`src/common/busDefines.svh`:
```
//****************************
// Bus system constants
// Widths, address map, stopwatch divider,
// LFSR constants and stopwatch commands
//****************************
`ifndef BUS_DEFINES_SVH
`define BUS_DEFINES_SVH

// Data path widths
`define BUS_WIDTH     32
`define BYTE_LANES    4

// Data memory window
`define MEM_WORDS     256
`define MEM_BASE      32'h1001_0000

// Memory-mapped device registers
`define SW_ADDR       32'hFF20_0510
`define LFSR_ADDR     32'hFF20_0514
`define DISP_ADDR     32'hFF20_0518

// CLOCK_50 cycles per stopwatch tick
`define SW_TICK_DIV   5

// Stopwatch command words
`define SW_CMD_STOP   32'd0
`define SW_CMD_RUN    32'd1
`define SW_CMD_CLEAR  32'd2

// Galois LFSR
`define LFSR_TAPS     32'h8020_0003
`define LFSR_SEED     32'hACE1_2345

// Read strobe to readValid
`define READ_LATENCY  2

`endif

```
`src/common/busPkg.sv`:
```
//****************************
// Bus system types
// Bus words, byte lanes, segment digits
// and device enums
//****************************
`default_nettype none

`include "busDefines.svh"

package busPkg;

    // One bus data or address word
    typedef logic [`BUS_WIDTH-1:0] busWord_t;

    // Write mask, one bit per byte lane
    typedef logic [`BYTE_LANES-1:0] byteEnable_t;

    // Active-low digit, bit 0 = a .. bit 6 = g
    typedef logic [6:0] segment_t;

    // Stopwatch run/stop FSM
    typedef enum logic {
        swStopped,
        swRunning
    } swState_t;

    // Display source, from the board switches
    typedef enum logic [1:0] {
        dispBlank     = 2'd0,
        dispRegister  = 2'd1,
        dispStopwatch = 2'd2,
        dispZero      = 2'd3
    } dispSource_t;

endpackage

`default_nettype wire

```
`src/common/busIf.sv`:
```
//****************************
// Data bus request
// One registered request plus one-hot
// device selects, valid for one cycle
//****************************
`timescale 1ns/1ps
`default_nettype none

interface busIf import busPkg::*; ();

    // Request fields
    logic        readEnable;
    logic        writeEnable;
    byteEnable_t byteEnable;
    busWord_t    address;
    busWord_t    writeData;

    // Decoded device selects
    logic        memSel;
    logic        swSel;
    logic        lfsrSel;
    logic        dispSel;

    // Bus master side
    modport ctrl (
        output readEnable, writeEnable, byteEnable, address, writeData,
        output memSel, swSel, lfsrSel, dispSel
    );

    // Slave side
    modport device (
        input readEnable, writeEnable, byteEnable, address, writeData,
        input memSel, swSel, lfsrSel, dispSel
    );

endinterface

`default_nettype wire

```
`src/rtl/busController.sv`:
```
//****************************
// Bus controller
// Decodes the address map, registers the
// request onto the device bus and returns
// the selected device word two cycles on
//****************************
`timescale 1ns/1ps
`default_nettype none

`include "busDefines.svh"

module busController import busPkg::*; (
    input  logic        CLOCK_50,
    input  logic        rstN,
    input  logic        readEnable,
    input  logic        writeEnable,
    input  byteEnable_t byteEnable,
    input  busWord_t    address,
    input  busWord_t    writeData,
    busIf.ctrl          bus,
    input  busWord_t    memData,
    input  busWord_t    swData,
    input  busWord_t    lfsrData,
    input  busWord_t    dispData,
    output busWord_t    readData,
    output logic        readValid
);

    // First byte past the data memory window
    localparam busWord_t MemLimit = `MEM_BASE + `MEM_WORDS * `BYTE_LANES;

    logic request;
    logic hitMem;
    logic hitSw;
    logic hitLfsr;
    logic hitDisp;

    // Second stage read selects
    logic memRdQ;
    logic swRdQ;
    logic lfsrRdQ;
    logic dispRdQ;

    // Address decode, only while a strobe is present
    assign request = readEnable | writeEnable;
    assign hitMem  = request && (address >= `MEM_BASE) && (address < MemLimit);
    assign hitSw   = request && (address == `SW_ADDR);
    assign hitLfsr = request && (address == `LFSR_ADDR);
    assign hitDisp = request && (address == `DISP_ADDR);

    // Stage 1 strobes and selects
    always_ff @(posedge CLOCK_50) begin
        if (!rstN) begin
            bus.readEnable  <= 1'b0;
            bus.writeEnable <= 1'b0;
            bus.memSel      <= 1'b0;
            bus.swSel       <= 1'b0;
            bus.lfsrSel     <= 1'b0;
            bus.dispSel     <= 1'b0;
        end else begin
            bus.readEnable  <= readEnable;
            bus.writeEnable <= writeEnable;
            bus.memSel      <= hitMem;
            bus.swSel       <= hitSw;
            bus.lfsrSel     <= hitLfsr;
            bus.dispSel     <= hitDisp;
        end
    end

    // Stage 1 payload
    always_ff @(posedge CLOCK_50) begin
        bus.byteEnable <= byteEnable;
        bus.address    <= address;
        bus.writeData  <= writeData;
    end

    // Stage 2, matches the device read register
    always_ff @(posedge CLOCK_50) begin
        if (!rstN) begin
            readValid <= 1'b0;
            memRdQ    <= 1'b0;
            swRdQ     <= 1'b0;
            lfsrRdQ   <= 1'b0;
            dispRdQ   <= 1'b0;
        end else begin
            readValid <= bus.readEnable;
            memRdQ    <= bus.readEnable & bus.memSel;
            swRdQ     <= bus.readEnable & bus.swSel;
            lfsrRdQ   <= bus.readEnable & bus.lfsrSel;
            dispRdQ   <= bus.readEnable & bus.dispSel;
        end
    end

    // Return mux; unmapped reads give zero
    always_comb begin
        readData = '0;
        if (memRdQ) begin
            readData = memData;
        end else if (swRdQ) begin
            readData = swData;
        end else if (lfsrRdQ) begin
            readData = lfsrData;
        end else if (dispRdQ) begin
            readData = dispData;
        end
    end

    // Master never strobes read and write together
    rdWrExclusive: assert property (@(posedge CLOCK_50) disable iff (!rstN)
        !(readEnable && writeEnable));

    // At most one device sees the registered request
    selOneHot: assert property (@(posedge CLOCK_50) disable iff (!rstN)
        $onehot0({bus.memSel, bus.swSel, bus.lfsrSel, bus.dispSel}));

endmodule

`default_nettype wire

```
`src/flat_wrapper.sv`:
```
// flat-port wrapper written by rule: the top's interface ports become plain ports
module busController_flat import busPkg::*;
  (CLOCK_50, rstN, readEnable, writeEnable, byteEnable, address, writeData, memData, swData, lfsrData, dispData, readData, readValid, bus_readEnable, bus_writeEnable, bus_byteEnable, bus_address, bus_writeData, bus_memSel, bus_swSel, bus_lfsrSel, bus_dispSel);
  busIf bus_i ();
  input  logic CLOCK_50;
  input  logic rstN;
  input  logic readEnable;
  input  logic writeEnable;
  input  byteEnable_t byteEnable;
  input  busWord_t address;
  input  busWord_t writeData;
  input  busWord_t memData;
  input  busWord_t swData;
  input  busWord_t lfsrData;
  input  busWord_t dispData;
  output busWord_t readData;
  output logic readValid;
  output wire logic [$bits(bus_i.readEnable)-1:0] bus_readEnable;
  output wire logic [$bits(bus_i.writeEnable)-1:0] bus_writeEnable;
  output wire logic [$bits(bus_i.byteEnable)-1:0] bus_byteEnable;
  output wire logic [$bits(bus_i.address)-1:0] bus_address;
  output wire logic [$bits(bus_i.writeData)-1:0] bus_writeData;
  output wire logic [$bits(bus_i.memSel)-1:0] bus_memSel;
  output wire logic [$bits(bus_i.swSel)-1:0] bus_swSel;
  output wire logic [$bits(bus_i.lfsrSel)-1:0] bus_lfsrSel;
  output wire logic [$bits(bus_i.dispSel)-1:0] bus_dispSel;
  assign bus_readEnable = bus_i.readEnable;
  assign bus_writeEnable = bus_i.writeEnable;
  assign bus_byteEnable = bus_i.byteEnable;
  assign bus_address = bus_i.address;
  assign bus_writeData = bus_i.writeData;
  assign bus_memSel = bus_i.memSel;
  assign bus_swSel = bus_i.swSel;
  assign bus_lfsrSel = bus_i.lfsrSel;
  assign bus_dispSel = bus_i.dispSel;
  busController u_core (.CLOCK_50(CLOCK_50), .rstN(rstN), .readEnable(readEnable), .writeEnable(writeEnable), .byteEnable(byteEnable), .address(address), .writeData(writeData), .bus(bus_i), .memData(memData), .swData(swData), .lfsrData(lfsrData), .dispData(dispData), .readData(readData), .readValid(readValid));
endmodule
```
`config.mk`:
```
export PLATFORM = sky130hd
export DESIGN_NAME = busController_flat
export DESIGN_NICKNAME = d
export VERILOG_FILES = /design/src/common/busPkg.sv /design/src/common/busIf.sv /design/src/rtl/busController.sv /design/src/flat_wrapper.sv
export VERILOG_INCLUDE_DIRS = /design/src /design/src/common
export SDC_FILE = /design/constraint.sdc
export NUM_CORES = 1
export LEC_CHECK = 0
export BUFFER_PORTS_ARGS = -buffer_cell sky130_fd_sc_hd__clkbuf_2
export CAP_MARGIN = 20
export CORE_AREA = 2 2 117 119
export CTS_CLUSTER_DIAMETER = 120
export DETAILED_ROUTE_END_ITERATION = 8
export DIE_AREA = 0 0 119 121
export SLEW_MARGIN = 20
export SYNTH_ARGS = -nofsm -noshare
export SYNTH_HDL_FRONTEND = slang
export SYNTH_SLANG_ARGS = --single-unit
```
`constraint.sdc`:
```
create_clock -name CLOCK_50 -period 3.2 [get_ports CLOCK_50]
set_input_delay 0.32 -clock CLOCK_50 [delete_from_list [all_inputs] [get_ports CLOCK_50]]
set_output_delay 0.32 -clock CLOCK_50 [all_outputs]
set_load 0.005 [all_outputs]
```
==> flow_summary_export.csv <==
group,metric,value,unit
outcome,status,"finished, final reports clean",
routing,vias,3270,
floorplan,die_h,121,um
placed_design,port_buffers,306,
critical_path,path_cells,"buf_4, nor2b_2, buf_4, a221oi_1, o31ai_1, clkbuf_2",
global_routing,track_usage,14.4,%
critical_path,crit_slowest_cell,"buf_4",
timing,clock_skew,0.000989,ns
critical_path,r2r_slack,2.58,ns
cts,cts.clk_slew.worst_paths,0.06,ns
critical_path,cp-start-kind,"flip-flop",
routing,routed_wire_length_per_instance,14.6,um
cells_and_area,final_common_cell,"clkbuf_2",
synthesis,synth_nets,465,
global_routing,overflow,0,
critical_path,crit_arrival,2.02,ns
synthesis,netlist.area_leader.share,57.6,%
cts,cts_hold_buf,0,
min_path,min_to,"u_core.bus.writeData[7]",
critical_path,cpMostUsedCell,"buf_4",
synthesis,syn_area,2750,um^2
timing,grt_setup_unrepaired,"false",
cts,cts_root_buffer,"clkbuf_16",
cells_and_area,layout_common_cells,"clkbuf_2, dfxtp_1, nand2_1",
routing,drt-total-wl,10900,um
routing,via_per_inst,4.38,
cells_and_area,syn2layout_area_growth,73.5,%
placed_design,dp_hpwl,8830,um
critical_path,max_stage_delay,0.34,ns
pwr,vdd_drop_max,0.531,mV
pwr,p_seq_share,45.3,%
job,maxCapViolations,0,
floorplan,start_util,21.0,%
placed_design,postPlaceCellArea,4440,um^2
floorplan,io_pins,307,
critical_path,cp-end-kind,"primary output",
cts,cts_setup_buffers,0,
synthesis,synth_area_per_cell,10.4,um^2
cts,clockBufferDepth,2,
pwr,switching_share,19.3,%
cts,cts_resized,0,
global_routing,grt_pass1_vias,3339,
global_routing,grt_pass1_wl,16000,um
timing,fmax,427,MHz
floorplan,rows,42,
timing,tns,0,ns
routing,first_iter_violations,103,
floorplan,die_width,119,um
critical_path,cp_max_fo,34,
global_routing,grt_max_degree,65,
timing,fin_crit_sh,73.2,%
synthesis,synth_area_leaders,"dfxtp_1, a221oi_1, o31ai_1",
pwr,clkPwrFrac,46.1,%
critical_path,cp_data_required_time,2.88,ns
min_path,worst_hold_path_type,"input port to flip-flop",
pwr,power.switching,446,uW
timing,hold_viol_final,0,
placed_design,dp_cells,730,
cts,htree_levels,3,
cells_and_area,fin_area,4770,um^2
critical_path,r2r_cells,1,
cts,numClockSinks,79,
pwr,leakage,2.40,nW
cells_and_area,diodes,0,
timing,worst_pin_slew,1.02,ns
pwr,combPwrFrac,8.6,%
floorplan,core_area,13100,um^2
cells_and_area,nets,765,
floorplan,die_area,14400,um^2
critical_path,rr_endpoint,"u_core.memRdQ",
routing,drcViolationCount,0,
cells_and_area,final_cells,746,
pwr,power_density,484,nW/um^2
min_path,min_path_cells,1,
timing,finalSetupViolations,0,
synthesis,synthCells,265,
timing,period_minus_slack,2.34,ns
routing,ant_nets,0,
cells_and_area,drive_gt1_share,57.9,%
cts,cts_tree,"built",
cts,cts_made_buffers,9,
timing,relSlewSlack,31.7,%
synthesis,yosys.cell_types.count,27,
critical_path,cp_num_buf_inv,3,
global_routing,antenna_found_initial,0,
cts,clk_latency,0.32,ns
synthesis,yosysSeqAreaShare,57.6,%
critical_path,worstReg2RegStart,"u_core.bus.readEnable",
timing,maxSlewViolCount,0,
synthesis,yosys.area.top_type,"dfxtp_1",
min_path,worstHoldStart,"writeData[7]",
critical_path,critPathKind,"flip-flop to primary output",
synthesis,ys_seq_elements,79,
pwr,power.internal,1.86,mW
synthesis,yosys_warnings,0,
placed_design,gp_congestion,0.837,
critical_path,crit_family,"buffers and inverters",
routing,dr.pass1.iters,6,
stage by stage:
stage                     setup WS (ns)  total power, mW  hold WS [ns]  utilization, %
after global placement             1.30             1.26         0.424            33.9
after CTS                         0.842             2.33        0.0842            36.4
final                             0.859             2.31        0.0903            36.4
after global routing              0.721             2.38        0.0840            36.4
after detailed placement           1.20             1.27         0.424            33.9
after floorplan                    1.78             1.08         0.348               -
worst max-delay path by stage:
stage                              start            to  cells past startpoint
final                     u_core.lfsrRdQ  readData[30]                      6
after detailed placement  u_core.lfsrRdQ   readData[9]                      6
after floorplan           u_core.lfsrRdQ   readData[0]                      4
after CTS                 u_core.lfsrRdQ   readData[9]                      6
after global routing      u_core.lfsrRdQ  readData[30]                      6
after global placement    u_core.lfsrRdQ   readData[3]                      6
layout make-up:
cell class	count	area, um^2
fill	1329	8320
sequential	79	1580
timing repair buffer	310	1560
multi-input combinational	162	1060
clock buffer	14	294
tap	176	220
clock inverter	2	35.0
inverter	3	11.3
power by group through the flow:
stage	sequential, mW	combinational [mW]	clock, mW
floorplan	1.07	0.00864	0
global placement	1.07	0.198	0
detailed placement	1.07	0.200	0
CTS	1.05	0.201	1.08
global route	1.05	0.218	1.12
finish	1.05	0.198	1.06
cell usage after synthesis (all sizes together):
cell type and n:
a21oi 2, nor2b 32, and3 4, buf 5
nor2 2, clkbuf 16, nand4b 2, nor3 2
nor4 4, a31oi 1, nand4 3, a221oi 31
dfxtp 79, inv 3, nand2 33, o21a 1
a22o 1, or3 2, nand3b 2, or4 1
o31ai 31, and2 3, o21ai 2, nor4b 3
flip-flops by register name, summed over array words and instances, names as in the netlist:
| signal | cells |
|---|---|
| u_core.bus.writeData | 32 |
| u_core.bus.swSel | 1 |
| u_core.bus.address | 32 |
| u_core.bus.lfsrSel | 1 |
| u_core.swRdQ | 1 |
| u_core.dispRdQ | 1 |
| u_core.readValid | 1 |
| u_core.memRdQ | 1 |
| u_core.bus.dispSel | 1 |
| u_core.bus.byteEnable | 4 |
| u_core.bus.memSel | 1 |
| u_core.bus.writeEnable | 1 |
| u_core.bus.readEnable | 1 |
| u_core.lfsrRdQ | 1 |
routing by layer:
| layer | GRT usage [%] | vias up | routed length [um] |
|---|---|---|---|
| met5 | 0 | - | 0 |
| met4 | 5.73 | 0 | 197 |
| met3 | 6.20 | 13 | 1250 |
| met2 | 28.2 | 191 | 5750 |
| met1 | 12.7 | 1485 | 3700 |
| li1 | - | 1581 | - |
cells by family (layout without fill, tap and decap cells):
kind of cell | count (synthesis) | in the layout | share of synthesized area [%]
and+or+nand+nor | 93 | 93 | 18.8
DFF | 79 | 79 | 57.6
AOI/OAI and AO/OA | 69 | 69 | 19.9
buffers and inverters | 24 | 329 | 3.78
No activity file was read; power rests on OpenSTA's default activity.
