### config.mk
export PLATFORM = sky130hd
export DESIGN_NAME = stopwatchTimer_flat
export DESIGN_NICKNAME = d
export VERILOG_FILES = /design/src/common/busPkg.sv /design/src/common/busIf.sv /design/src/stopwatch/stopwatchTimer.sv /design/src/flat_wrapper.sv
export VERILOG_INCLUDE_DIRS = /design/src /design/src/common
export SDC_FILE = /design/constraint.sdc
export NUM_CORES = 1
export LEC_CHECK = 0
export BUFFER_PORTS_ARGS = -buffer_cell sky130_fd_sc_hd__buf_2
export CELL_PAD_IN_SITES_DETAIL_PLACEMENT = 1
export CELL_PAD_IN_SITES_GLOBAL_PLACEMENT = 1
export CORE_MARGIN = 2
export CORE_UTILIZATION = 33
export DETAILED_ROUTE_END_ITERATION = 7
export PLACE_DENSITY_LB_ADDON = 0.1
export SETUP_SLACK_MARGIN = 0.05
export SLEW_MARGIN = 20
export SYNTH_ARGS = -nofsm -noshare
export SYNTH_HDL_FRONTEND = slang
export SYNTH_SLANG_ARGS = --single-unit
### constraint.sdc
create_clock -name CLOCK_50 -period 2.5 [get_ports CLOCK_50]
set_input_delay 0.125 -clock CLOCK_50 [delete_from_list [all_inputs] [get_ports CLOCK_50]]
set_output_delay 0.125 -clock CLOCK_50 [all_outputs]
set_load 0.005 [all_outputs]
### src/common/busDefines.svh
//****************************
// Bus system constants
// Widths, address map, stopwatch divider,
// LFSR constants and stopwatch commands
//****************************
`ifndef BUS_DEFINES_SVH
`define BUS_DEFINES_SVH

// Data path widths
`define BUS_WIDTH     32
`define BYTE_LANES    4

// Data memory window
`define MEM_WORDS     256
`define MEM_BASE      32'h1001_0000

// Memory-mapped device registers
`define SW_ADDR       32'hFF20_0510
`define LFSR_ADDR     32'hFF20_0514
`define DISP_ADDR     32'hFF20_0518

// CLOCK_50 cycles per stopwatch tick
`define SW_TICK_DIV   5

// Stopwatch command words
`define SW_CMD_STOP   32'd0
`define SW_CMD_RUN    32'd1
`define SW_CMD_CLEAR  32'd2

// Galois LFSR
`define LFSR_TAPS     32'h8020_0003
`define LFSR_SEED     32'hACE1_2345

// Read strobe to readValid
`define READ_LATENCY  2

`endif

### src/common/busPkg.sv
//****************************
// Bus system types
// Bus words, byte lanes, segment digits
// and device enums
//****************************
`default_nettype none

`include "busDefines.svh"

package busPkg;

    // One bus data or address word
    typedef logic [`BUS_WIDTH-1:0] busWord_t;

    // Write mask, one bit per byte lane
    typedef logic [`BYTE_LANES-1:0] byteEnable_t;

    // Active-low digit, bit 0 = a .. bit 6 = g
    typedef logic [6:0] segment_t;

    // Stopwatch run/stop FSM
    typedef enum logic {
        swStopped,
        swRunning
    } swState_t;

    // Display source, from the board switches
    typedef enum logic [1:0] {
        dispBlank     = 2'd0,
        dispRegister  = 2'd1,
        dispStopwatch = 2'd2,
        dispZero      = 2'd3
    } dispSource_t;

endpackage

`default_nettype wire

### src/common/busIf.sv
//****************************
// Data bus request
// One registered request plus one-hot
// device selects, valid for one cycle
//****************************
`timescale 1ns/1ps
`default_nettype none

interface busIf import busPkg::*; ();

    // Request fields
    logic        readEnable;
    logic        writeEnable;
    byteEnable_t byteEnable;
    busWord_t    address;
    busWord_t    writeData;

    // Decoded device selects
    logic        memSel;
    logic        swSel;
    logic        lfsrSel;
    logic        dispSel;

    // Bus master side
    modport ctrl (
        output readEnable, writeEnable, byteEnable, address, writeData,
        output memSel, swSel, lfsrSel, dispSel
    );

    // Slave side
    modport device (
        input readEnable, writeEnable, byteEnable, address, writeData,
        input memSel, swSel, lfsrSel, dispSel
    );

endinterface

`default_nettype wire

### src/stopwatch/stopwatchTimer.sv
//****************************
// Stopwatch timer
// Prescaler and elapsed-tick counter
// with a registered read port
//****************************
`timescale 1ns/1ps
`default_nettype none

`include "busDefines.svh"

module stopwatchTimer import busPkg::*; (
    input  logic     CLOCK_50,
    input  logic     rstN,
    busIf.device     bus,
    input  logic     run,
    input  logic     clear,
    output busWord_t rData,
    output busWord_t swCount
);

    localparam int PreBits = $clog2(`SW_TICK_DIV + 1);
    localparam logic [PreBits-1:0] PreLast = PreBits'(`SW_TICK_DIV - 1);

    logic [PreBits-1:0] prescale;

    // Both counters hold while stopped
    always_ff @(posedge CLOCK_50) begin
        if (!rstN) begin
            prescale <= '0;
            swCount  <= '0;
        end else if (clear) begin
            prescale <= '0;
            swCount  <= '0;
        end else if (run) begin
            if (prescale == PreLast) begin
                // One tick per SW_TICK_DIV cycles
                prescale <= '0;
                swCount  <= swCount + 1'b1;
            end else begin
                prescale <= prescale + 1'b1;
            end
        end
    end

    // Read during clear already sees zero
    always_ff @(posedge CLOCK_50) begin
        if (bus.readEnable && bus.swSel) begin
            rData <= clear ? '0 : swCount;
        end
    end

endmodule

`default_nettype wire

### src/flat_wrapper.sv
// flat-port wrapper written by rule: the top's interface ports become plain ports
module stopwatchTimer_flat import busPkg::*;
  (CLOCK_50, rstN, run, clear, rData, swCount, bus_readEnable, bus_writeEnable, bus_byteEnable, bus_address, bus_writeData, bus_memSel, bus_swSel, bus_lfsrSel, bus_dispSel);
  busIf bus_i ();
  input  logic CLOCK_50;
  input  logic rstN;
  input  logic run;
  input  logic clear;
  output busWord_t rData;
  output busWord_t swCount;
  input wire logic [$bits(bus_i.readEnable)-1:0] bus_readEnable;
  input wire logic [$bits(bus_i.writeEnable)-1:0] bus_writeEnable;
  input wire logic [$bits(bus_i.byteEnable)-1:0] bus_byteEnable;
  input wire logic [$bits(bus_i.address)-1:0] bus_address;
  input wire logic [$bits(bus_i.writeData)-1:0] bus_writeData;
  input wire logic [$bits(bus_i.memSel)-1:0] bus_memSel;
  input wire logic [$bits(bus_i.swSel)-1:0] bus_swSel;
  input wire logic [$bits(bus_i.lfsrSel)-1:0] bus_lfsrSel;
  input wire logic [$bits(bus_i.dispSel)-1:0] bus_dispSel;
  assign bus_i.readEnable = bus_readEnable;
  assign bus_i.writeEnable = bus_writeEnable;
  assign bus_i.byteEnable = bus_byteEnable;
  assign bus_i.address = bus_address;
  assign bus_i.writeData = bus_writeData;
  assign bus_i.memSel = bus_memSel;
  assign bus_i.swSel = bus_swSel;
  assign bus_i.lfsrSel = bus_lfsrSel;
  assign bus_i.dispSel = bus_dispSel;
  stopwatchTimer u_core (.CLOCK_50(CLOCK_50), .rstN(rstN), .bus(bus_i), .run(run), .clear(clear), .rData(rData), .swCount(swCount));
endmodule
==> results of run 1 <==
through the flow:
stage / utilization, % / hold slack [ns] / std cells
global route: 41.0 / 0.110 / 458
global placement: 38.9 / 0.448 / 442
CTS: 41.0 / 0.0931 / 458
detailed placement: 38.9 / 0.463 / 442
finish: 41.0 / 0.102 / 458
floorplan: - / 0.316 / 275
flip-flops by register name, summed over array words and instances, names as in the netlist:
register         count
u_core.rData        32
u_core.prescale      3
u_core.swCount      32
layer usage:
metal / vias up / wire length [um]
met5: - / 0
met4: 0 / 38
met2: 44 / 3160
li1: 1124 / -
met3: 4 / 301
met1: 1139 / 3480
area by class of cell:
class	count	area share (%)
clock buffer	10	3.64
clock inverter	6	1.60
inverter	10	1.07
multi-input combinational	182	31.4
sequential	67	47.3
tap	108	3.85
timing repair buffer	75	11.1
cells by family after synthesis:
| logic type | Yosys count |
|---|---|
| AO/OA/AOI/OAI | 42 |
| AND/OR/NAND/NOR | 124 |
| multiplexers | 4 |
| flip-flops | 67 |
| buffers and inverters | 26 |
| adder cells (fa/ha/maj) | 3 |
| XOR/XNOR | 9 |
power groups by stage:
stage / sequential (mW) / combinational (mW) / clock (mW)
finish: 1.17 / 0.0705 / 0.868
global route: 1.18 / 0.0789 / 0.930
CTS: 1.17 / 0.0734 / 0.891
global placement: 1.20 / 0.0724 / 0
detailed placement: 1.20 / 0.0734 / 0
floorplan: 1.20 / 0.0299 / 0
worst min-delay path by stage:
stage                         end  slack (ns)  depth (start not counted)
2_1_floorplan    u_core.rData[12]        0.32                          1
3_3_place_gp   u_core.prescale[0]        0.45                          3
3_5_place_dp   u_core.prescale[0]        0.46                          3
4_1_cts        u_core.prescale[0]        0.09                          3
5_1_grt        u_core.prescale[0]        0.11                          3
6_report       u_core.prescale[0]        0.10                          3
critical path, delay by kind of cell (launching register included):
kind                     cells  cell delay [ns]
AND/OR/NAND/NOR              3             1.15
flip-flops                   1             0.33
buffers and inverters        2             0.29
adder cells (fa/ha/maj)      1             0.22
AO/OA/AOI/OAI                1             0.15
layout by cell type (no fill, tap or decap), drive strengths merged:
master     n
nand2     16
buf       75
a21oi     22
or4b       1
nand2b     4
dfxtp     35
inv       10
o41ai      1
nor2b     25
clkinvlp   1
nor4       3
o31ai     12
nand3     12
xnor2      6
bufinv     1
or3        6
xor2       3
or2        1
o21ai      7
or4       16
clkinv     4
and4       1
nor2      21
nor3       3
and3       3
mux2i      4
or3b       1
ha         3
nand4      8
clkbuf    10
edfxtp    32
and2       3
==> results.cfg, run 1 <==
[run_status]
outcome = completed

[placement]
place_hpwl_um = 4770
io_buffers = 69
dp_slack_ns = 0.269
gp_congestion = 0.720
placed_area_sq_um = 3330

[clocking]
cts_setup_buffers = 0
cts_buffers = 9
clk_path_buf_depth = 2
ctsResizeCount = 0
htreeDepth = 3
cts_num_sinks = 67
tritoncts = built
cts_root_buf = clkbuf_8
clock_latency_ns = 0.34
cts_hold_repair.buffers = 0
clk_pin_slew_worst_paths_ns = 0.07

[logic_synthesis]
ys_seq_area_share_pct = 58.0
synth_top_area_share_pct = 33.5
yosys.area_share.simple_pct = 24.4
ys_types = 32
muxShareOfSynthArea_pct = 1.40
ys_top_cells_by_count = 35 x dfxtp_1, 32 x edfxtp_1, 25 x nor2b_1
yosysMostFrequentCell = dfxtp_1
syn_inst = 275
synth-seq-cells = 67
syn-cell-area_sq_um = 2870
synth_adder_area_share_pct = 1.31
synth-xor-area-share_pct = 2.75
synth_edf_count = 32
yosysTopAreaCell = edfxtp_1
ys_top_cells_by_area = edfxtp_1 34%, dfxtp_1 24%, nor2b_1 5.5%
syn_area_per_cell_sq_um = 10.4
ys.flop_type = dfxtp_1
yosysWarnings = 0
synth_top_family_by_area = simple AND/OR/NAND/NOR gates
synth_nets = 356
async_flop_share_pct = 0
synth-compound-area-share_pct = 8.51

[sta]
timing.final.ws_setup_ns = 0.266
setup_viol = 0
rsz0062_at_grt = false
slew_headroom_pct = 47.2
slew_viol_final = 0
finalCriticalPeriod_ns = 2.23
worst_pin_slew_ns = 0.792
finalHoldViolations = 0
finClkSkew_ns = 0.00736
finalSetupTns_ns = 0
min_period_over_period_pct = 89.4
fmax_ghz = 0.448

[layout]
multi_input_area_sq_um = 1100
final_design_area_no_fill_sq_um = 3510
drive_above_1_share_pct = 26.9
regArea_sq_um = 1660
final_nets = 426
fillers = 1006
syn2layout_area_growth_pct = 22.4
antenna_cells = 0

[global_routing]
grt_use_met1_pct = 21.7
grt_pass1_vias = 2256
grt_util_all_layers_pct = 15.3
grt_pass1_wl_um = 11600
grt_start_max_net_pins = 33
grt_busiest_layer = met2
overflow = 0
met2_usage_pct = 22.8
grt_use_met3_pct = 4.17
antenna_found_initial = 0

[critical_path]
crit_required_ns = 2.76
critPathSlowestCell = or4_1
startpoint_type = flip-flop
r2r_end = u_core.swCount[28]
crit_fanout = 17
cp_cell_sequence = inv_1 > ha_1 > nand4_1 > or4_1 > buf_4 > or4_1 > a21oi_1
worstRegToRegCells = 7
reg2reg_from = u_core.prescale[0]
critPathMaxStageDelay_ns = 0.52
r2r_slack_ns = 0.27
cpMostUsedCell = or4_1
cp-endpoint = u_core.swCount[28]
cp.arrival_ns = 2.49
endpoint_kind = flip-flop
critical_path_class = reg -> reg
critPathLaunch = u_core.prescale[0]

[job]
max-cap-violations = 0

[detailed_routing]
drcViolationCount = 0
wl_per_cell_um = 15.2
routed_wl_um = 6980
drt_iter0_drc = 103
drt_pass1_iterations = 4
vias = 2311
postRouteAntennaNets = 0
viasPerCell = 5.05

[hold_path]
hold_path.class = in -> reg
hp-start = run

[floorplan]
die_area_sq_um = 9450
start_util_pct = 33.5
die-width_um = 97.2
core_sq_um = 8550
fp-row-count = 34
io_pins = 142
die_height_um = 97.2

[power_and_ir_drop]
p_leak_nw = 1.24
finalPower_mw = 2.11
switching_share_pct = 22.1
pwr-share-comb_pct = 3.3
p_int_mw = 1.64
clkPwrFrac_pct = 41.1
max-vdd-ir-drop_v = 0.000270
seqPwrFrac_pct = 55.6
powerDensity_nw_per_um2 = 602
p_switching_mw = 0.467
No activity file was read; power rests on OpenSTA's default activity.
==> run 2, diff against run 1 <==
--- a/config.mk
+++ b/config.mk
@@ -13,4 +13,5 @@
 export CORE_UTILIZATION = 33
 export DETAILED_ROUTE_END_ITERATION = 7
+export GPL_TIMING_DRIVEN = 0
 export PLACE_DENSITY_LB_ADDON = 0.1
 export SETUP_SLACK_MARGIN = 0.05
==> constraint.sdc (replaced) <==
create_clock -name CLOCK_50 -period 2.5 [get_ports CLOCK_50]
set_input_delay 0.125 -clock CLOCK_50 [delete_from_list [all_inputs] [get_ports CLOCK_50]]
set_output_delay 0.125 -clock CLOCK_50 [all_outputs]
set_load 0.01 [all_outputs]
==> results.cfg, run 2 (same netlist as run 1, synthesis figures left out) <==
[run_status]
outcome = completed

[sta]
worst_pin_slew_ns = 0.736
slew_headroom_pct = 50.9
finalCriticalPeriod_ns = 2.27
finalSetupTns_ns = 0
min_period_over_period_pct = 90.9
finalHoldViolations = 0
slew_viol_final = 0
rsz0062_at_grt = false
fmax_ghz = 0.440
setup_viol = 0
finClkSkew_ns = 0.00849

[detailed_routing]
drcViolationCount = 0
drt_iter0_drc = 77
viasPerCell = 4.99
vias = 2334
drt_pass1_iterations = 4
wl_per_cell_um = 16.2
postRouteAntennaNets = 0
routed_wl_um = 7590

[clocking]
cts_num_sinks = 67
clock_latency_ns = 0.34
htreeDepth = 3
tritoncts = built
ctsResizeCount = 0
cts_setup_buffers = 0
clk_pin_slew_worst_paths_ns = 0.07
cts_root_buf = clkbuf_8
clk_path_buf_depth = 2
cts_buffers = 9
cts_hold_repair.buffers = 0

[placement]
place_hpwl_um = 5390
io_buffers = 68
gp_congestion = 0.765

[critical_path]
endpoint_kind = flip-flop
cp_cell_sequence = inv_1 > ha_1 > nand4_1 > or4_1 > clkbuf_2 > buf_2 > or3_1 > a21oi_1
critPathMaxStageDelay_ns = 0.46
reg2reg_from = u_core.prescale[0]
critical_path_class = reg -> reg
cp.arrival_ns = 2.53
crit_fanout = 10
crit_required_ns = 2.76
critPathLaunch = u_core.prescale[0]
startpoint_type = flip-flop
critPathSlowestCell = or4_1

[global_routing]
grt_pass1_wl_um = 12400
antenna_found_initial = 0
grt_start_max_net_pins = 22
overflow = 0
grt_pass1_vias = 2334
grt_util_all_layers_pct = 16.5

[power_and_ir_drop]
p_int_mw = 1.89
switching_share_pct = 20.2
clkPwrFrac_pct = 46.6
seqPwrFrac_pct = 49.6
pwr-share-comb_pct = 3.8
powerDensity_nw_per_um2 = 652
p_leak_nw = 1.27
p_switching_mw = 0.477
max-vdd-ir-drop_v = 0.000306

[layout]
final_common_cell = buf_2
fin_util_pct = 42.4
antenna_cells = 0
multi_input_area_sq_um = 1110
final_nets = 436
regArea_sq_um = 1660
fillers = 993
layout_common_cells = 71 x buf_2, 35 x dfxtp_1, 32 x edfxtp_1
drive_above_1_share_pct = 26.4
syn2layout_area_growth_pct = 26.5
reg.largest.list = u_core.rData x32, u_core.swCount x32, u_core.prescale x3

[job]
max-cap-violations = 0

[floorplan]
fp-row-count = 34
core_sq_um = 8550
start_util_pct = 33.5
die_height_um = 97.2
io_pins = 142
die-width_um = 97.2
die_area_sq_um = 9450

[hold_path]
hp-start = run
hold_path.class = in -> reg
[run 2: power groups by stage]
stage | sequential [mW] | combinational [mW] | clock (mW)
final | 1.17 | 0.0895 | 1.10
after CTS | 1.17 | 0.0917 | 1.12
after floorplan | 1.21 | 0.0299 | 0
after global routing | 1.18 | 0.0983 | 1.18
after detailed placement | 1.20 | 0.0916 | 0
after global placement | 1.20 | 0.0838 | 0
[run 2: path summary, 6_finish.rpt]
path	cells after the start	end	slack, ns
max	8	u_core.swCount[12]	0.23
max reg2reg	8	u_core.swCount[12]	0.23
min reg2reg	2	u_core.swCount[30]	0.50
min	3	u_core.prescale[1]	0.12
[run 2: layer usage]
metal,track usage [%],wire length [um]
met3,3.24,328
met1,23.8,3770
met4,5.53,97
met2,24.9,3390
met5,0,0
[run 2: layout make-up]
class,count,area share [%]
clock inverter,4,2.69
inverter,10,1.04
timing repair buffer,69,10.1
buffer,16,1.90
multi-input combinational,182,30.7
sequential,67,45.8
tap,108,3.73
clock buffer,12,4.00
[run 2: critical path: cells and delay by family (launching register included)]
family / cells / cell delay, ns
AND/OR/NAND/NOR: 3 / 0.97
flip-flops: 1 / 0.33
buffers and inverters: 3 / 0.52
AO/OA/AOI/OAI: 1 / 0.14
adder cells (fa/ha/maj): 1 / 0.24
[run 2: metrics by stage]
step	std cells	instance area (sq um)	total power, mW	hold WS (ns)	worst slack, ns
global route	468	3630	2.45	0.140	0.0733
floorplan	275	2870	1.24	0.316	0.449
finish	468	3630	2.37	0.115	0.228
detailed placement	452	3370	1.29	0.455	0.0635
CTS	468	3610	2.39	0.105	0.0525
global placement	451	3340	1.28	0.446	0.126
==> run 3, diff against run 2 <==
ABC_AREA = 1   (was default)
==> results.cfg, run 3 <==
[critical_path]
critical_path_class = reg -> reg
r2r_end = u_core.swCount[28]
crit_fanout = 9
critPathSlowestCell = dfxtp_1
endpoint_kind = flip-flop
critPathMaxStageDelay_ns = 0.33
startpoint_type = flip-flop
crit_required_ns = 2.76
cp_cell_sequence = inv_1 > ha_1 > nand3_2 > nor2_2 > nand3_2 > nor2_2 > nand2_1 > nor2_1 > nor2_1
worstRegToRegCells = 9
cp.arrival_ns = 2.01
reg2reg_from = u_core.prescale[0]
r2r_slack_ns = 0.75

[clocking]
cts_root_buf = clkbuf_8
cts_buffers = 9
cts_setup_buffers = 0
ctsResizeCount = 0
cts_num_sinks = 67
htreeDepth = 3
tritoncts = built
clk_pin_slew_worst_paths_ns = 0.08
clk_path_buf_depth = 2
clock_latency_ns = 0.36
cts_hold_repair.buffers = 0

[job]
max-cap-violations = 0

[layout]
final_design_area_no_fill_sq_um = 3880
syn2layout_area_growth_pct = 23.4
layout_common_cells = 79 x nor2_1, 69 x nand2_1, 69 x buf_2
final_nets = 556
final_common_cell = nor2_1
fillers = 1136
fin_util_pct = 42.0
finalNonFillerCells = 609
antenna_cells = 0
drive_above_1_share_pct = 23.1
reg.largest.list = u_core.rData x32, u_core.swCount x32, u_core.prescale x3

[placement]
placed_area_sq_um = 3650
gp_congestion = 0.804
placedCellCount = 593
io_buffers = 68
place_hpwl_um = 6350
dp_slack_ns = 0.749

[logic_synthesis]
ys.flop_type = dfxtp_1
syn-cell-area_sq_um = 3150
synth-seq-cells = 67
yosysTopAreaCell = edfxtp_1
yosysMostFrequentCell = nor2_1
synth_top_area_share_pct = 30.5
async_flop_share_pct = 0
syn_area_per_cell_sq_um = 7.94
ys_types = 26
ys_seq_area_share_pct = 52.8
synth_edf_count = 32
ys_top_cells_by_area = edfxtp_1 31%, dfxtp_1 22%, nor2_1 9.4%
ys_top_cells_by_count = 79 x nor2_1, 69 x nand2_1, 62 x inv_1
synth_nets = 477
yosysWarnings = 0
syn_inst = 396

[global_routing]
overflow = 0
antenna_found_initial = 0
grt_pass1_vias = 2639
grt_start_max_net_pins = 33
grt_util_all_layers_pct = 17.4
grt_pass1_wl_um = 13700

[floorplan]
die-width_um = 102
die_height_um = 102
start_util_pct = 34.0
io_pins = 142
fp-row-count = 35
core_sq_um = 9240
die_area_sq_um = 10300

[power_and_ir_drop]
p_leak_nw = 1.55
finalPower_mw = 2.32
max-vdd-ir-drop_v = 0.000208
powerDensity_nw_per_um2 = 598

[detailed_routing]
drcViolationCount = 0
postRouteAntennaNets = 0
viasPerCell = 4.46
wl_per_cell_um = 13.9
drt_pass1_iterations = 4
drt_iter0_drc = 77
routed_wl_um = 8440
vias = 2716

[sta]
whs_ns = 0.0885
setup_viol = 0
rsz0062_at_grt = false
finClkSkew_ns = 0.0127
worst_pin_slew_ns = 0.697
finalSetupTns_ns = 0
fmax_ghz = 0.573
slew_headroom_pct = 53.5
finalHoldViolations = 0
slew_viol_final = 0
finalCriticalPeriod_ns = 1.75
timing.final.ws_setup_ns = 0.755
min_period_over_period_pct = 69.8

[hold_path]
hold_path.class = in -> reg
hold_path_end = u_core.prescale[0]
holdPathStages = 3
hp-start = run

[run_status]
outcome = completed
## run 3: cell count changes after synthesis, moves of 6 or more
cell	change
xnor2_1	-6
or3_1	-6
nand3_1	+20
o31ai_1	-12
nor2_1	+58
nor2_2	+13
inv_1	+52
clkbuf_1	-6
nor2b_1	-25
nand2_1	+53
or4_1	-16
## run 3: final cells by class
type                       instances  area [sq um]  share of cell area (%)
tap                              129           161                    4.16
timing repair buffer              68           340                    8.77
sequential                        67          1660                    42.8
clock buffer                      11           151                    3.90
buffer                             8          40.0                    1.03
multi-input combinational        257          1200                    31.0
clock inverter                     5          83.8                    2.16
inverter                          64           240                    6.19
## run 3: worst max path at each step
stage	from	to	slack [ns]	depth (start not counted)
after floorplan	u_core.prescale[0]	u_core.swCount[14]	1.09	10
after global placement	u_core.prescale[0]	u_core.swCount[28]	0.76	9
after detailed placement	u_core.prescale[0]	u_core.swCount[28]	0.75	9
after CTS	u_core.prescale[0]	u_core.swCount[28]	0.74	9
after global routing	u_core.prescale[0]	u_core.swCount[23]	0.59	9
final	u_core.prescale[0]	u_core.swCount[28]	0.75	9
## run 3: cells by family after synthesis
group / count (synthesis) / synth area share [%]
AND/OR/NAND/NOR: 215 / 30.2
buffers and inverters: 72 / 8.91
flip-flops: 67 / 52.8
AO/OA/AOI/OAI: 36 / 6.01
XOR/XNOR: 3 / 0.835
adder cells (fa/ha/maj): 3 / 1.19
## run 3: layer usage
layer | share of wire [%] | vias up | track usage (%)
met5 | 0 | - | 0
met4 | 1.0 | 0 | 4.68
met3 | 4.7 | 7 | 4.14
met2 | 43 | 54 | 26.7
met1 | 51 | 1244 | 24.7
li1 | - | 1411 | -
## run 3: worst max-delay path, delay by kind of cell (launching register included)
family,cells,cell delay (ns)
simple gates,7,1.08
fa+ha+maj,1,0.18
buf+inv,1,0.08
flops,1,0.33
## run 3: power by group
part	internal [mW]	switching [mW]
sequential	1.16	0.00372
clock	0.620	0.459
combinational	0.0223	0.0556
