--- src/common/busDefines.svh ---
//****************************
// Bus system constants
// Widths, address map, stopwatch divider,
// LFSR constants and stopwatch commands
//****************************
`ifndef BUS_DEFINES_SVH
`define BUS_DEFINES_SVH

// Data path widths
`define BUS_WIDTH     32
`define BYTE_LANES    4

// Data memory window
`define MEM_WORDS     256
`define MEM_BASE      32'h1001_0000

// Memory-mapped device registers
`define SW_ADDR       32'hFF20_0510
`define LFSR_ADDR     32'hFF20_0514
`define DISP_ADDR     32'hFF20_0518

// CLOCK_50 cycles per stopwatch tick
`define SW_TICK_DIV   5

// Stopwatch command words
`define SW_CMD_STOP   32'd0
`define SW_CMD_RUN    32'd1
`define SW_CMD_CLEAR  32'd2

// Galois LFSR
`define LFSR_TAPS     32'h8020_0003
`define LFSR_SEED     32'hACE1_2345

// Read strobe to readValid
`define READ_LATENCY  2

`endif

--- src/common/busPkg.sv ---
//****************************
// Bus system types
// Bus words, byte lanes, segment digits
// and device enums
//****************************
`default_nettype none

`include "busDefines.svh"

package busPkg;

    // One bus data or address word
    typedef logic [`BUS_WIDTH-1:0] busWord_t;

    // Write mask, one bit per byte lane
    typedef logic [`BYTE_LANES-1:0] byteEnable_t;

    // Active-low digit, bit 0 = a .. bit 6 = g
    typedef logic [6:0] segment_t;

    // Stopwatch run/stop FSM
    typedef enum logic {
        swStopped,
        swRunning
    } swState_t;

    // Display source, from the board switches
    typedef enum logic [1:0] {
        dispBlank     = 2'd0,
        dispRegister  = 2'd1,
        dispStopwatch = 2'd2,
        dispZero      = 2'd3
    } dispSource_t;

endpackage

`default_nettype wire

--- src/common/busIf.sv ---
//****************************
// Data bus request
// One registered request plus one-hot
// device selects, valid for one cycle
//****************************
`timescale 1ns/1ps
`default_nettype none

interface busIf import busPkg::*; ();

    // Request fields
    logic        readEnable;
    logic        writeEnable;
    byteEnable_t byteEnable;
    busWord_t    address;
    busWord_t    writeData;

    // Decoded device selects
    logic        memSel;
    logic        swSel;
    logic        lfsrSel;
    logic        dispSel;

    // Bus master side
    modport ctrl (
        output readEnable, writeEnable, byteEnable, address, writeData,
        output memSel, swSel, lfsrSel, dispSel
    );

    // Slave side
    modport device (
        input readEnable, writeEnable, byteEnable, address, writeData,
        input memSel, swSel, lfsrSel, dispSel
    );

endinterface

`default_nettype wire

--- src/rtl/lfsrGenerator.sv ---
//****************************
// LFSR random source
// 32-bit Galois LFSR, one step per read
//****************************
`timescale 1ns/1ps
`default_nettype none

`include "busDefines.svh"

module lfsrGenerator import busPkg::*; (
    input  logic     CLOCK_50,
    input  logic     rstN,
    busIf.device     bus,
    output busWord_t rData
);

    busWord_t lfsr;
    busWord_t lfsrNext;
    logic     stepEn;

    assign stepEn = bus.readEnable && bus.lfsrSel;

    // Shift right, fold taps back when a one drops out
    assign lfsrNext = (lfsr >> 1) ^ (lfsr[0] ? busWord_t'(`LFSR_TAPS) : '0);

    always_ff @(posedge CLOCK_50) begin
        if (!rstN) begin
            lfsr <= `LFSR_SEED;
        end else if (stepEn) begin
            lfsr <= lfsrNext;
        end
    end

    // Current value out, before the step
    always_ff @(posedge CLOCK_50) begin
        if (stepEn) begin
            rData <= lfsr;
        end
    end

endmodule

`default_nettype wire

--- src/flat_wrapper.sv ---
// flat-port wrapper written by rule: the top's interface ports become plain ports
module lfsrGenerator_flat import busPkg::*;
  (CLOCK_50, rstN, rData, bus_readEnable, bus_writeEnable, bus_byteEnable, bus_address, bus_writeData, bus_memSel, bus_swSel, bus_lfsrSel, bus_dispSel);
  busIf bus_i ();
  input  logic CLOCK_50;
  input  logic rstN;
  output busWord_t rData;
  input wire logic [$bits(bus_i.readEnable)-1:0] bus_readEnable;
  input wire logic [$bits(bus_i.writeEnable)-1:0] bus_writeEnable;
  input wire logic [$bits(bus_i.byteEnable)-1:0] bus_byteEnable;
  input wire logic [$bits(bus_i.address)-1:0] bus_address;
  input wire logic [$bits(bus_i.writeData)-1:0] bus_writeData;
  input wire logic [$bits(bus_i.memSel)-1:0] bus_memSel;
  input wire logic [$bits(bus_i.swSel)-1:0] bus_swSel;
  input wire logic [$bits(bus_i.lfsrSel)-1:0] bus_lfsrSel;
  input wire logic [$bits(bus_i.dispSel)-1:0] bus_dispSel;
  assign bus_i.readEnable = bus_readEnable;
  assign bus_i.writeEnable = bus_writeEnable;
  assign bus_i.byteEnable = bus_byteEnable;
  assign bus_i.address = bus_address;
  assign bus_i.writeData = bus_writeData;
  assign bus_i.memSel = bus_memSel;
  assign bus_i.swSel = bus_swSel;
  assign bus_i.lfsrSel = bus_lfsrSel;
  assign bus_i.dispSel = bus_dispSel;
  lfsrGenerator u_core (.CLOCK_50(CLOCK_50), .rstN(rstN), .bus(bus_i), .rData(rData));
endmodule
--- config.mk ---
export PLATFORM = sky130hd
export DESIGN_NAME = lfsrGenerator_flat
export DESIGN_NICKNAME = d
export VERILOG_FILES = /design/src/common/busPkg.sv /design/src/common/busIf.sv /design/src/rtl/lfsrGenerator.sv /design/src/flat_wrapper.sv
export VERILOG_INCLUDE_DIRS = /design/src /design/src/common
export SDC_FILE = /design/constraint.sdc
export NUM_CORES = 1
export LEC_CHECK = 0
export BUFFER_PORTS_ARGS = -buffer_cell sky130_fd_sc_hd__buf_2
export CORE_ASPECT_RATIO = 2
export CORE_MARGIN = 5
export CORE_UTILIZATION = 30
export DETAILED_ROUTE_END_ITERATION = 10
export GPL_TIMING_DRIVEN = 1
export PLACE_DENSITY = 0.56
export SLEW_MARGIN = 10
export SYNTH_ARGS = -nofsm -noshare
export SYNTH_HDL_FRONTEND = slang
export SYNTH_SLANG_ARGS = --single-unit
--- constraint.sdc ---
create_clock -name CLOCK_50 -period 2.05 [get_ports CLOCK_50]
set_input_delay 0.5125 -clock CLOCK_50 [delete_from_list [all_inputs] [get_ports CLOCK_50]]
set_output_delay 0.5125 -clock CLOCK_50 [all_outputs]
set_load 0.05 [all_outputs]
==> impl_metrics.py, run 1 <==
metrics = {
    "outcome": {
        "status": "finished clean",
    },
    "timing": {
        "max_freq_mhz": 698.6,
        "clock_skew_ns": 0.004292,
        "setup_viol": 0,
        "fin_setup_tns_ns": 0,
        "slew_viol_final": 0,
        "hold_viol": 0,
        "holdWs_ns": 0.4169,
        "setup_ws_ns": 0.6185,
        "rsz0062_at_grt": "false",
        "period_needed_ns": 1.432,
        "tightestPinTransition_ns": 0.3426,
        "slew-limit-headroom_pct": 77.16,
        "fin_crit_sh_pct": 69.83,
    },
    "die": {
        "core_mm2": 0.007488,
        "die_w_um": 71.54,
        "rows": 45,
        "dieArea_mm2": 0.009520,
        "ios": 108,
        "fp.dieH_um": 133.1,
        "start_util_pct": 30.34,
    },
    "logic_synthesis": {
        "seq_area_frac_synth_pct": 70.48,
        "synth_top_area_share_pct": 42.29,
        "synthTopCellsByArea": "edfxtp_1 (42%), dfxtp_1 (28%), a21bo_2 (7.5%), a211o_1 (4.6%), a21oi_1 (4.0%)",
        "syn-num-nets": 242,
        "synth_area_mm2": 0.002272,
        "yosysTopAreaCell": "edfxtp_1",
        "synthCells": 166,
        "synth_warnings": 0,
        "avgSynthCellArea_um2": 13.69,
        "ys_seq_elements": 64,
        "yosysUniqueCellTypes": 20,
    },
    "detailed_routing": {
        "antenna_left": 0,
        "vias": 1436,
        "dr.pass1.iters": 4,
        "drt_iter0_drc": 72,
        "wirelength_mm": 4.119,
        "via_per_inst": 4.693,
        "drc": 0,
        "wire_per_inst_um": 13.46,
    },
    "power_and_ir_drop": {
        "p_clk_share_pct": 43.8,
        "p_total_mw": 2.987,
        "swShare_pct": 22.25,
        "ir_drop_mv": 0.6867,
        "p_leak_nw": 1.116,
        "p_sw_uw": 664.5,
        "power_frac_comb_pct": 8.0,
        "internal_power_mw": 2.323,
        "pwr_density_cell_mw_per_mm2": 1051,
        "seq_power_share_pct": 48.2,
    },
    "placed_design": {
        "placed_cells": 291,
        "gp_congestion": 0.7285,
        "dp_slack_ns": 0.3015,
        "dpl.hpwl_mm": 2.548,
        "io_buffer_count": 35,
    },
    "setup_path": {
        "worstPathRequired_ns": 1.54,
        "slowest_delay_ns": 0.37,
        "critical-path-slowest-cell": "edfxtp_1",
        "startpoint_type": "flop",
        "rr_startpoint": "u_core.lfsr[0]",
        "startpoint": "u_core.rData[18]",
        "end_kind": "primary output",
        "reg2reg_to": "u_core.lfsr[31]",
        "crit_type": "reg -> out",
        "cp_cell_sequence": "buf_2",
        "path_max_fanout": 1,
        "reg2reg_slack_ns": 1.15,
        "arrival_ns": 0.92,
        "cp_num_buf_inv": 1,
        "cp_top_family": "flip-flops",
        "ff2ff_path_depth": 2,
    },
    "cts": {
        "cts_tree": "yes",
        "cts-htree-levels": 3,
        "cts.sinks": 64,
        "cts_buffers": 9,
        "clkTransAtPathRegs_ns": 0.05,
        "cts_setup_buffers": 0,
        "cts_resized": 0,
        "cts.path.max_buffers": 2,
        "clockRootBuffer": "clkbuf_16",
        "clk_latency_ns": 0.32,
        "hold_buffers": 0,
    },
    "final_layout": {
        "area_delta_synth_final_pct": 25.11,
        "n_fill_cell": 726,
        "nNetsFinal": 284,
        "n_antenna_cell": 0,
        "multi_input_area_um2": 594.3,
        "layout_common_cells": "buf_2 (35), dfxtp_1 (32), edfxtp_1 (32)",
        "stdcell_count": 306,
        "layout.cells.most_common": "buf_2",
        "seqCellArea_mm2": 0.001602,
        "final_layout_size_suffix_gt1_share_pct": 34.43,
    },
    "worst_hold_path": {
        "worstHoldPathType": "in -> reg",
        "min_from": "rstN",
        "min_to": "u_core.lfsr[0]",
        "holdPathStages": 2,
    },
    "global_route": {
        "grt_overflow": 0,
        "antenna_found_initial": 0,
        "grt_first_pass_wirelength_mm": 6.706,
        "grtUsageTotal_pct": 9.126,
        "grt_max_degree": 51,
        "grt_pass1_vias": 1359,
    },
    "flow_run": {
        "maxCapViolCount": 0,
    },
}
==> synthesized netlist by cell type <==
cell type	number
dfxtp_1	32
edfxtp_1	32
a21oi_1	18
nand3_1	18
a21bo_2	17
a211o_1	12
and3_1	12
clkbuf_1	7
buf_2	4
buf_4	3
inv_1	2
a211oi_1	1
a2bb2oi_1	1
a31oi_1	1
and4_1	1
nand2_1	1
nor2b_1	1
o21ai_0	1
xnor2_1	1
xor2_1	1
==> power by group through the flow <==
stage / clock [mW] / combinational [mW] / sequential [mW]
2_1_floorplan: 0 / 0.0960 / 1.54
3_3_place_gp: 0 / 0.238 / 1.46
3_5_place_dp: 0 / 0.240 / 1.46
4_1_cts: 1.33 / 0.241 / 1.44
5_1_grt: 1.40 / 0.255 / 1.45
6_report: 1.31 / 0.238 / 1.44
==> per-stage QoR <==
stage          util, %  cell area [µm²]
6_report         37.96             2843
5_1_grt          37.96             2843
4_1_cts          37.96             2843
3_5_place_dp     34.50             2584
3_3_place_gp     34.50             2584
2_1_floorplan        -             2272
==> how the worst max path moves through the flow <==
stage / to / slack [ns] / depth (start not counted)
after floorplan: u_core.rData[0] / 0.23 / 3
after global placement: u_core.rData[11] / 0.29 / 4
after detailed placement: u_core.rData[19] / 0.30 / 4
after CTS: rData[18] / 0.60 / 1
after global routing: u_core.rData[10] / 0.55 / 4
final: rData[18] / 0.62 / 1
==> routing by layer <==
metal | global-route usage (%) | vias up | wire length, µm
li1 | - | 705 | -
met1 | 11.90 | 677 | 1925
met2 | 12.55 | 45 | 1809
met3 | 4.030 | 9 | 318
met4 | 4.812 | 0 | 66
met5 | 0 | - | 0
==> state kept, by name, summed over array words and instances (netlist names) <==
name,flops
u_core.rData,32
u_core.lfsr,32
==> layout make-up <==
cell class / instances / area share (%)
Clock buffer: 14 / 8.935
Clock inverter: 1 / 0.1761
Inverter: 2 / 0.2641
Multi-Input combinational cell: 86 / 20.91
Sequential cell: 64 / 56.34
Tap cell: 94 / 4.137
Timing Repair Buffer: 45 / 9.243
==> kinds of logic after synthesis <==
group | Yosys count | synth area share (%)
DFF | 64 | 70.48
AOI/OAI and AO/OA | 51 | 17.29
and+or+nand+nor | 33 | 8.095
buffers and inverters | 16 | 3.359
xor gates and xnor gates | 2 | 0.7711
No activity file was read; power rests on OpenSTA's default activity.
==> inputs of run 2 (changes only) <==
==> constraint.sdc (replaced) <==
create_clock -name CLOCK_50 -period 1.4 [get_ports CLOCK_50]
set_input_delay 0.35 -clock CLOCK_50 [delete_from_list [all_inputs] [get_ports CLOCK_50]]
set_output_delay 0.35 -clock CLOCK_50 [all_outputs]
set_load 0.05 [all_outputs]
==> impl_metrics.py, run 2 (synthesized netlist as in run 1, its figures left out) <==
metrics = {
    "timing": {
        "setup_viol": 0,
        "fin_setup_tns_ns": 0,
        "tightestPinTransition_ns": 0.2615,
        "holdWs_ns": 0.2499,
        "rsz0062_at_grt": "false",
        "max_freq_mhz": 785.3,
        "slew-limit-headroom_pct": 82.69,
        "clock_skew_ns": 0.003461,
        "fin_crit_sh_pct": 90.96,
        "hold_viol": 0,
        "period_needed_ns": 1.273,
        "slew_viol_final": 0,
        "setup_ws_ns": 0.1266,
    },
    "detailed_routing": {
        "vias": 1430,
        "dr.pass1.iters": 4,
        "drc": 0,
        "via_per_inst": 4.673,
        "antenna_left": 0,
        "drt_iter0_drc": 85,
        "wire_per_inst_um": 13.06,
        "wirelength_mm": 3.995,
    },
    "power_and_ir_drop": {
        "pwr_density_cell_mw_per_mm2": 1615,
        "p_sw_mw": 1.020,
        "swShare_pct": 21.49,
        "p_clk_share_pct": 48.0,
        "power_frac_comb_pct": 7.6,
        "p_total_mw": 4.745,
        "internal_power_mw": 3.725,
        "p_leak_nw": 1.141,
        "seq_power_share_pct": 44.4,
        "ir_drop_mv": 0.8156,
    },
    "die": {
        "fp.dieH_um": 133.1,
        "core_mm2": 0.007488,
        "ios": 108,
        "dieArea_mm2": 0.009520,
        "rows": 45,
        "start_util_pct": 30.34,
        "die_w_um": 71.54,
    },
    "placed_design": {
        "dp_slack_ns": 0.1477,
        "placed_cells": 290,
        "dpl.hpwl_mm": 2.480,
        "gp_congestion": 0.7002,
        "io_buffer_count": 35,
        "dpl_cell_area_mm2": 0.002625,
    },
    "cts": {
        "cts_setup_buffers": 0,
        "cts_tree": "yes",
        "cts-htree-levels": 3,
        "clk_latency_ns": 0.32,
        "cts.sinks": 64,
        "clockRootBuffer": "clkbuf_16",
        "clkTransAtPathRegs_ns": 0.05,
        "cts.path.max_buffers": 2,
        "hold_buffers": 0,
        "cts_buffers": 9,
        "cts_resized": 0,
    },
    "global_route": {
        "grt_first_pass_wirelength_mm": 6.734,
        "grt_max_degree": 38,
        "antenna_found_initial": 0,
        "grt_pass1_vias": 1431,
        "grt_overflow": 0,
        "grtUsageTotal_pct": 9.002,
    },
    "worst_hold_path": {
        "holdPathStages": 2,
        "min_from": "rstN",
        "min_to": "u_core.lfsr[0]",
        "worstHoldPathType": "in -> reg",
    },
    "outcome": {
        "status": "finished clean",
    },
    "final_layout": {
        "reg_top3": "u_core.lfsr: 32 flops, u_core.rData: 32 flops",
        "area_delta_synth_final_pct": 29.30,
        "layout_common_cells": "buf_2 (35), dfxtp_1 (32), edfxtp_1 (32)",
        "final_util_pct": 39.23,
        "nNetsFinal": 283,
        "final_layout_size_suffix_gt1_share_pct": 36.32,
        "layout.cells.most_common": "buf_2",
        "stdcell_count": 306,
        "final_area_mm2": 0.002938,
        "n_antenna_cell": 0,
    },
    "setup_path": {
        "end_kind": "primary output",
        "startpoint_type": "flop",
        "crit_type": "reg -> out",
        "rr_startpoint": "u_core.lfsr[0]",
        "cp_top_family": "flip-flops",
        "path_max_fanout": 1,
        "critical-path-slowest-cell": "edfxtp_1",
        "reg2reg_slack_ns": 0.50,
        "cp_num_buf_inv": 1,
        "cp_cell_sequence": "buf_2",
        "reg2reg_to": "u_core.lfsr[31]",
        "arrival_ns": 0.92,
        "slowest_delay_ns": 0.38,
        "worstPathRequired_ns": 1.05,
        "ff2ff_path_depth": 2,
    },
    "flow_run": {
        "maxCapViolCount": 0,
    },
}
-- run 2: cell types whose count changed in the layout (fill, tap and decap cells not counted), sizes merged --
cell / change
clkbuf: -4
clkinvlp: +3
bufinv: +2
buf: -1
clkinv: +1
inv: -1
-- run 2: cell type report --
type | count | area [µm²]
fillers | 697 | 4551
clock inverters | 6 | 83.83
flip-flops and latches | 64 | 1602
clock buffers | 10 | 229.0
well taps | 94 | 117.6
multi-input cells | 86 | 601.8
repair buffers | 44 | 292.8
inverters | 2 | 11.26
-- run 2: worst max path at each step --
stage          cells past startpoint         endpoint             from
3_3_place_gp                       4  u_core.lfsr[13]   bus_readEnable
5_1_grt                            1         rData[7]  u_core.rData[7]
4_1_cts                            1         rData[7]  u_core.rData[7]
6_report                           1         rData[7]  u_core.rData[7]
2_1_floorplan                      3  u_core.rData[0]   bus_readEnable
3_5_place_dp                       5   u_core.lfsr[1]   bus_readEnable
-- run 2: routing by layer --
| layer | part of all wire [%] | GRT usage [%] | wire [µm] |
|---|---|---|---|
| met5 | 0 | 0 | 0 |
| met4 | 1.4 | 3.766 | 57 |
| met3 | 7.3 | 3.650 | 293 |
| met2 | 44 | 13.52 | 1747 |
| met1 | 48 | 11.34 | 1898 |
-- run 2: power groups by stage --
| stage | combinational (mW) | sequential, mW | clock, mW |
|---|---|---|---|
| after global placement | 0.362 | 2.14 | 0 |
| after global routing | 0.390 | 2.12 | 2.43 |
| after floorplan | 0.144 | 2.26 | 0 |
| after detailed placement | 0.366 | 2.14 | 0 |
| final | 0.363 | 2.11 | 2.28 |
| after CTS | 0.368 | 2.11 | 2.31 |
==> inputs of run 3 (changes only) <==
--- a/config.mk
+++ b/config.mk
@@ -6,13 +6,14 @@
 export SDC_FILE = /design/constraint.sdc
 export NUM_CORES = 1
 export LEC_CHECK = 0
+export ABC_AREA = 1
 export BUFFER_PORTS_ARGS = -buffer_cell sky130_fd_sc_hd__buf_2
 export CORE_ASPECT_RATIO = 2
 export CORE_MARGIN = 5
 export CORE_UTILIZATION = 30
 export DETAILED_ROUTE_END_ITERATION = 10
 export GPL_TIMING_DRIVEN = 1
-export PLACE_DENSITY = 0.56
+export PLACE_DENSITY = 0.57
 export SLEW_MARGIN = 10
 export SYNTH_ARGS = -nofsm -noshare
 export SYNTH_HDL_FRONTEND = slang
==> impl_metrics.py, run 3 <==
metrics = {
    "placed_design": {
        "dpl.hpwl_mm": 2.181,
        "io_buffer_count": 35,
        "gp_congestion": 0.7434,
        "dp_slack_ns": 0.2253,
        "placed_cells": 302,
        "dpl_cell_area_mm2": 0.002402,
    },
    "cts": {
        "cts_resized": 0,
        "cts_tree": "yes",
        "hold_buffers": 0,
        "cts.path.max_buffers": 2,
        "clkTransAtPathRegs_ns": 0.05,
        "clk_latency_ns": 0.32,
        "cts_buffers": 9,
        "clockRootBuffer": "clkbuf_16",
        "cts-htree-levels": 3,
        "cts_setup_buffers": 0,
        "cts.sinks": 64,
    },
    "die": {
        "core_mm2": 0.006940,
        "die_w_um": 69.65,
        "fp.dieH_um": 129.3,
        "rows": 43,
        "dieArea_mm2": 0.009004,
        "start_util_pct": 30.76,
        "ios": 108,
    },
    "setup_path": {
        "rr_startpoint": "u_core.lfsr[0]",
        "reg2reg_to": "u_core.lfsr[1]",
        "slowest_delay_ns": 0.33,
        "startpoint_type": "flop",
        "arrival_ns": 0.91,
        "critical-path-slowest-cell": "edfxtp_1",
        "cp_top_family": "flip-flops",
        "crit_type": "reg -> out",
        "path_max_fanout": 1,
        "cp_num_buf_inv": 1,
        "cp_cell_sequence": "buf_2",
        "end_kind": "primary output",
        "reg2reg_slack_ns": 0.62,
        "ff2ff_path_depth": 4,
        "worstPathRequired_ns": 1.05,
    },
    "detailed_routing": {
        "topRoutingLayerUsed": "met4",
        "antenna_left": 0,
        "wirelength_mm": 3.445,
        "wire_per_inst_um": 10.87,
        "via_per_inst": 4.237,
        "dr.pass1.iters": 4,
        "vias": 1343,
        "drt_iter0_drc": 134,
        "met3_wirelength_um": 308,
        "drc": 0,
        "met1_length_mm": 1.469,
        "met2WireLength_mm": 1.558,
    },
    "final_layout": {
        "reg_top3": "u_core.lfsr: 32 flops, u_core.rData: 32 flops",
        "layout.cells.most_common": "buf_2",
        "area_delta_synth_final_pct": 24.15,
        "final_area_mm2": 0.002650,
        "n_fill_cell": 679,
        "final_util_pct": 38.18,
        "multi_input_area_um2": 434.2,
        "stdcell_count": 317,
        "final_layout_size_suffix_gt1_share_pct": 22.91,
        "nNetsFinal": 299,
        "layout_common_cells": "buf_2 (35), nor2_1 (34), nand2_1 (32), dfxtp_1 (32), edfxtp_1 (32)",
        "n_antenna_cell": 0,
        "seqCellArea_mm2": 0.001602,
    },
    "power_and_ir_drop": {
        "internal_power_mw": 3.340,
        "p_clk_share_pct": 42.5,
        "p_leak_nw": 1.079,
        "seq_power_share_pct": 49.6,
        "p_total_mw": 4.317,
        "ir_drop_mv": 0.5876,
        "swShare_pct": 22.63,
        "p_sw_uw": 976.9,
        "power_frac_comb_pct": 7.9,
        "pwr_density_cell_mw_per_mm2": 1629,
    },
    "logic_synthesis": {
        "seq_area_frac_synth_pct": 75.03,
        "postSynth.asyncResetShare_pct": 0,
        "synth_edf_count": 32,
        "synth_warnings": 0,
        "yosysTopAreaCell": "edfxtp_1",
        "synth_ff_type": "edfxtp_1",
        "synthTopCellsByCount": "nor2_1 (34), dfxtp_1 (32), edfxtp_1 (32), nand2_1 (32), nand3_1 (15)",
        "synth_area_mm2": 0.002135,
        "ys_seq_elements": 64,
        "avgSynthCellArea_um2": 11.86,
        "syn-num-nets": 256,
        "synth_top_area_share_pct": 45.02,
        "synthTopCellsByArea": "edfxtp_1 (45%), dfxtp_1 (30%), nor2_1 (6.0%), nand2_1 (5.6%), nand3_1 (3.5%)",
        "synthCells": 180,
        "yosysUniqueCellTypes": 17,
        "synth_most_common_cell": "nor2_1",
    },
    "timing": {
        "fin_crit_sh_pct": 89.98,
        "clock_skew_ns": 0.003163,
        "period_needed_ns": 1.260,
        "tightestPinTransition_ns": 0.2574,
        "slew-limit-headroom_pct": 82.96,
        "slew_viol_final": 0,
        "hold_viol": 0,
        "rsz0062_at_grt": "false",
        "setup_ws_ns": 0.1403,
        "setup_viol": 0,
        "holdWs_ns": 0.2438,
        "max_freq_mhz": 793.9,
        "fin_setup_tns_ns": 0,
    },
    "flow_run": {
        "maxCapViolCount": 0,
    },
    "worst_hold_path": {
        "min_from": "rstN",
        "holdPathStages": 2,
        "min_to": "u_core.lfsr[0]",
        "worstHoldPathType": "in -> reg",
    },
    "global_route": {
        "antenna_found_initial": 0,
        "grtUsageTotal_pct": 8.297,
        "grt_pass1_vias": 1233,
        "grt_max_degree": 51,
        "grt_first_pass_wirelength_mm": 5.720,
        "grt_overflow": 0,
    },
    "outcome": {
        "status": "finished clean",
    },
}
run 3: final cells by class:
type	count	area share (%)
flip-flops and latches	64	60.43
multi-input cells	102	16.38
clock buffers	12	8.924
repair buffers	41	8.782
well taps	90	4.249
inverters	5	0.8026
clock inverters	3	0.4249
run 3: power by group through the flow:
stage               combinational, mW  sequential, mW  clock, mW
finish                          0.340            2.14       1.84
global route                    0.372            2.15       1.97
CTS                             0.345            2.14       1.87
detailed placement              0.344            2.18          0
global placement                0.340            2.17          0
floorplan                       0.142            2.30          0
run 3: worst max-delay path by stage:
stage,endpoint,start,cells past startpoint,slack [ns]
2_1_floorplan,u_core.rData[0],bus_readEnable,3,0.28
3_3_place_gp,u_core.rData[26],bus_readEnable,4,0.24
3_5_place_dp,u_core.rData[25],bus_readEnable,4,0.23
4_1_cts,rData[22],u_core.rData[22],1,0.12
5_1_grt,rData[22],u_core.rData[22],1,0.09
6_report,rData[22],u_core.rData[22],1,0.14
run 3: metal layers:
layer,vias to the layer above,track usage [%]
li1,690,-
met1,604,9.216
met2,42,11.88
met3,7,4.115
met4,0,6.772
met5,-,0
run 3: cells by family (layout without fill, tap and decap cells):
group	count (synthesis)	in the layout	share of synthesized area [%]
and+or+nand+nor	82	82	15.42
buffers and inverters	14	61	4.630
DFF	64	64	75.03
AOI/OAI and AO/OA	20	20	4.924
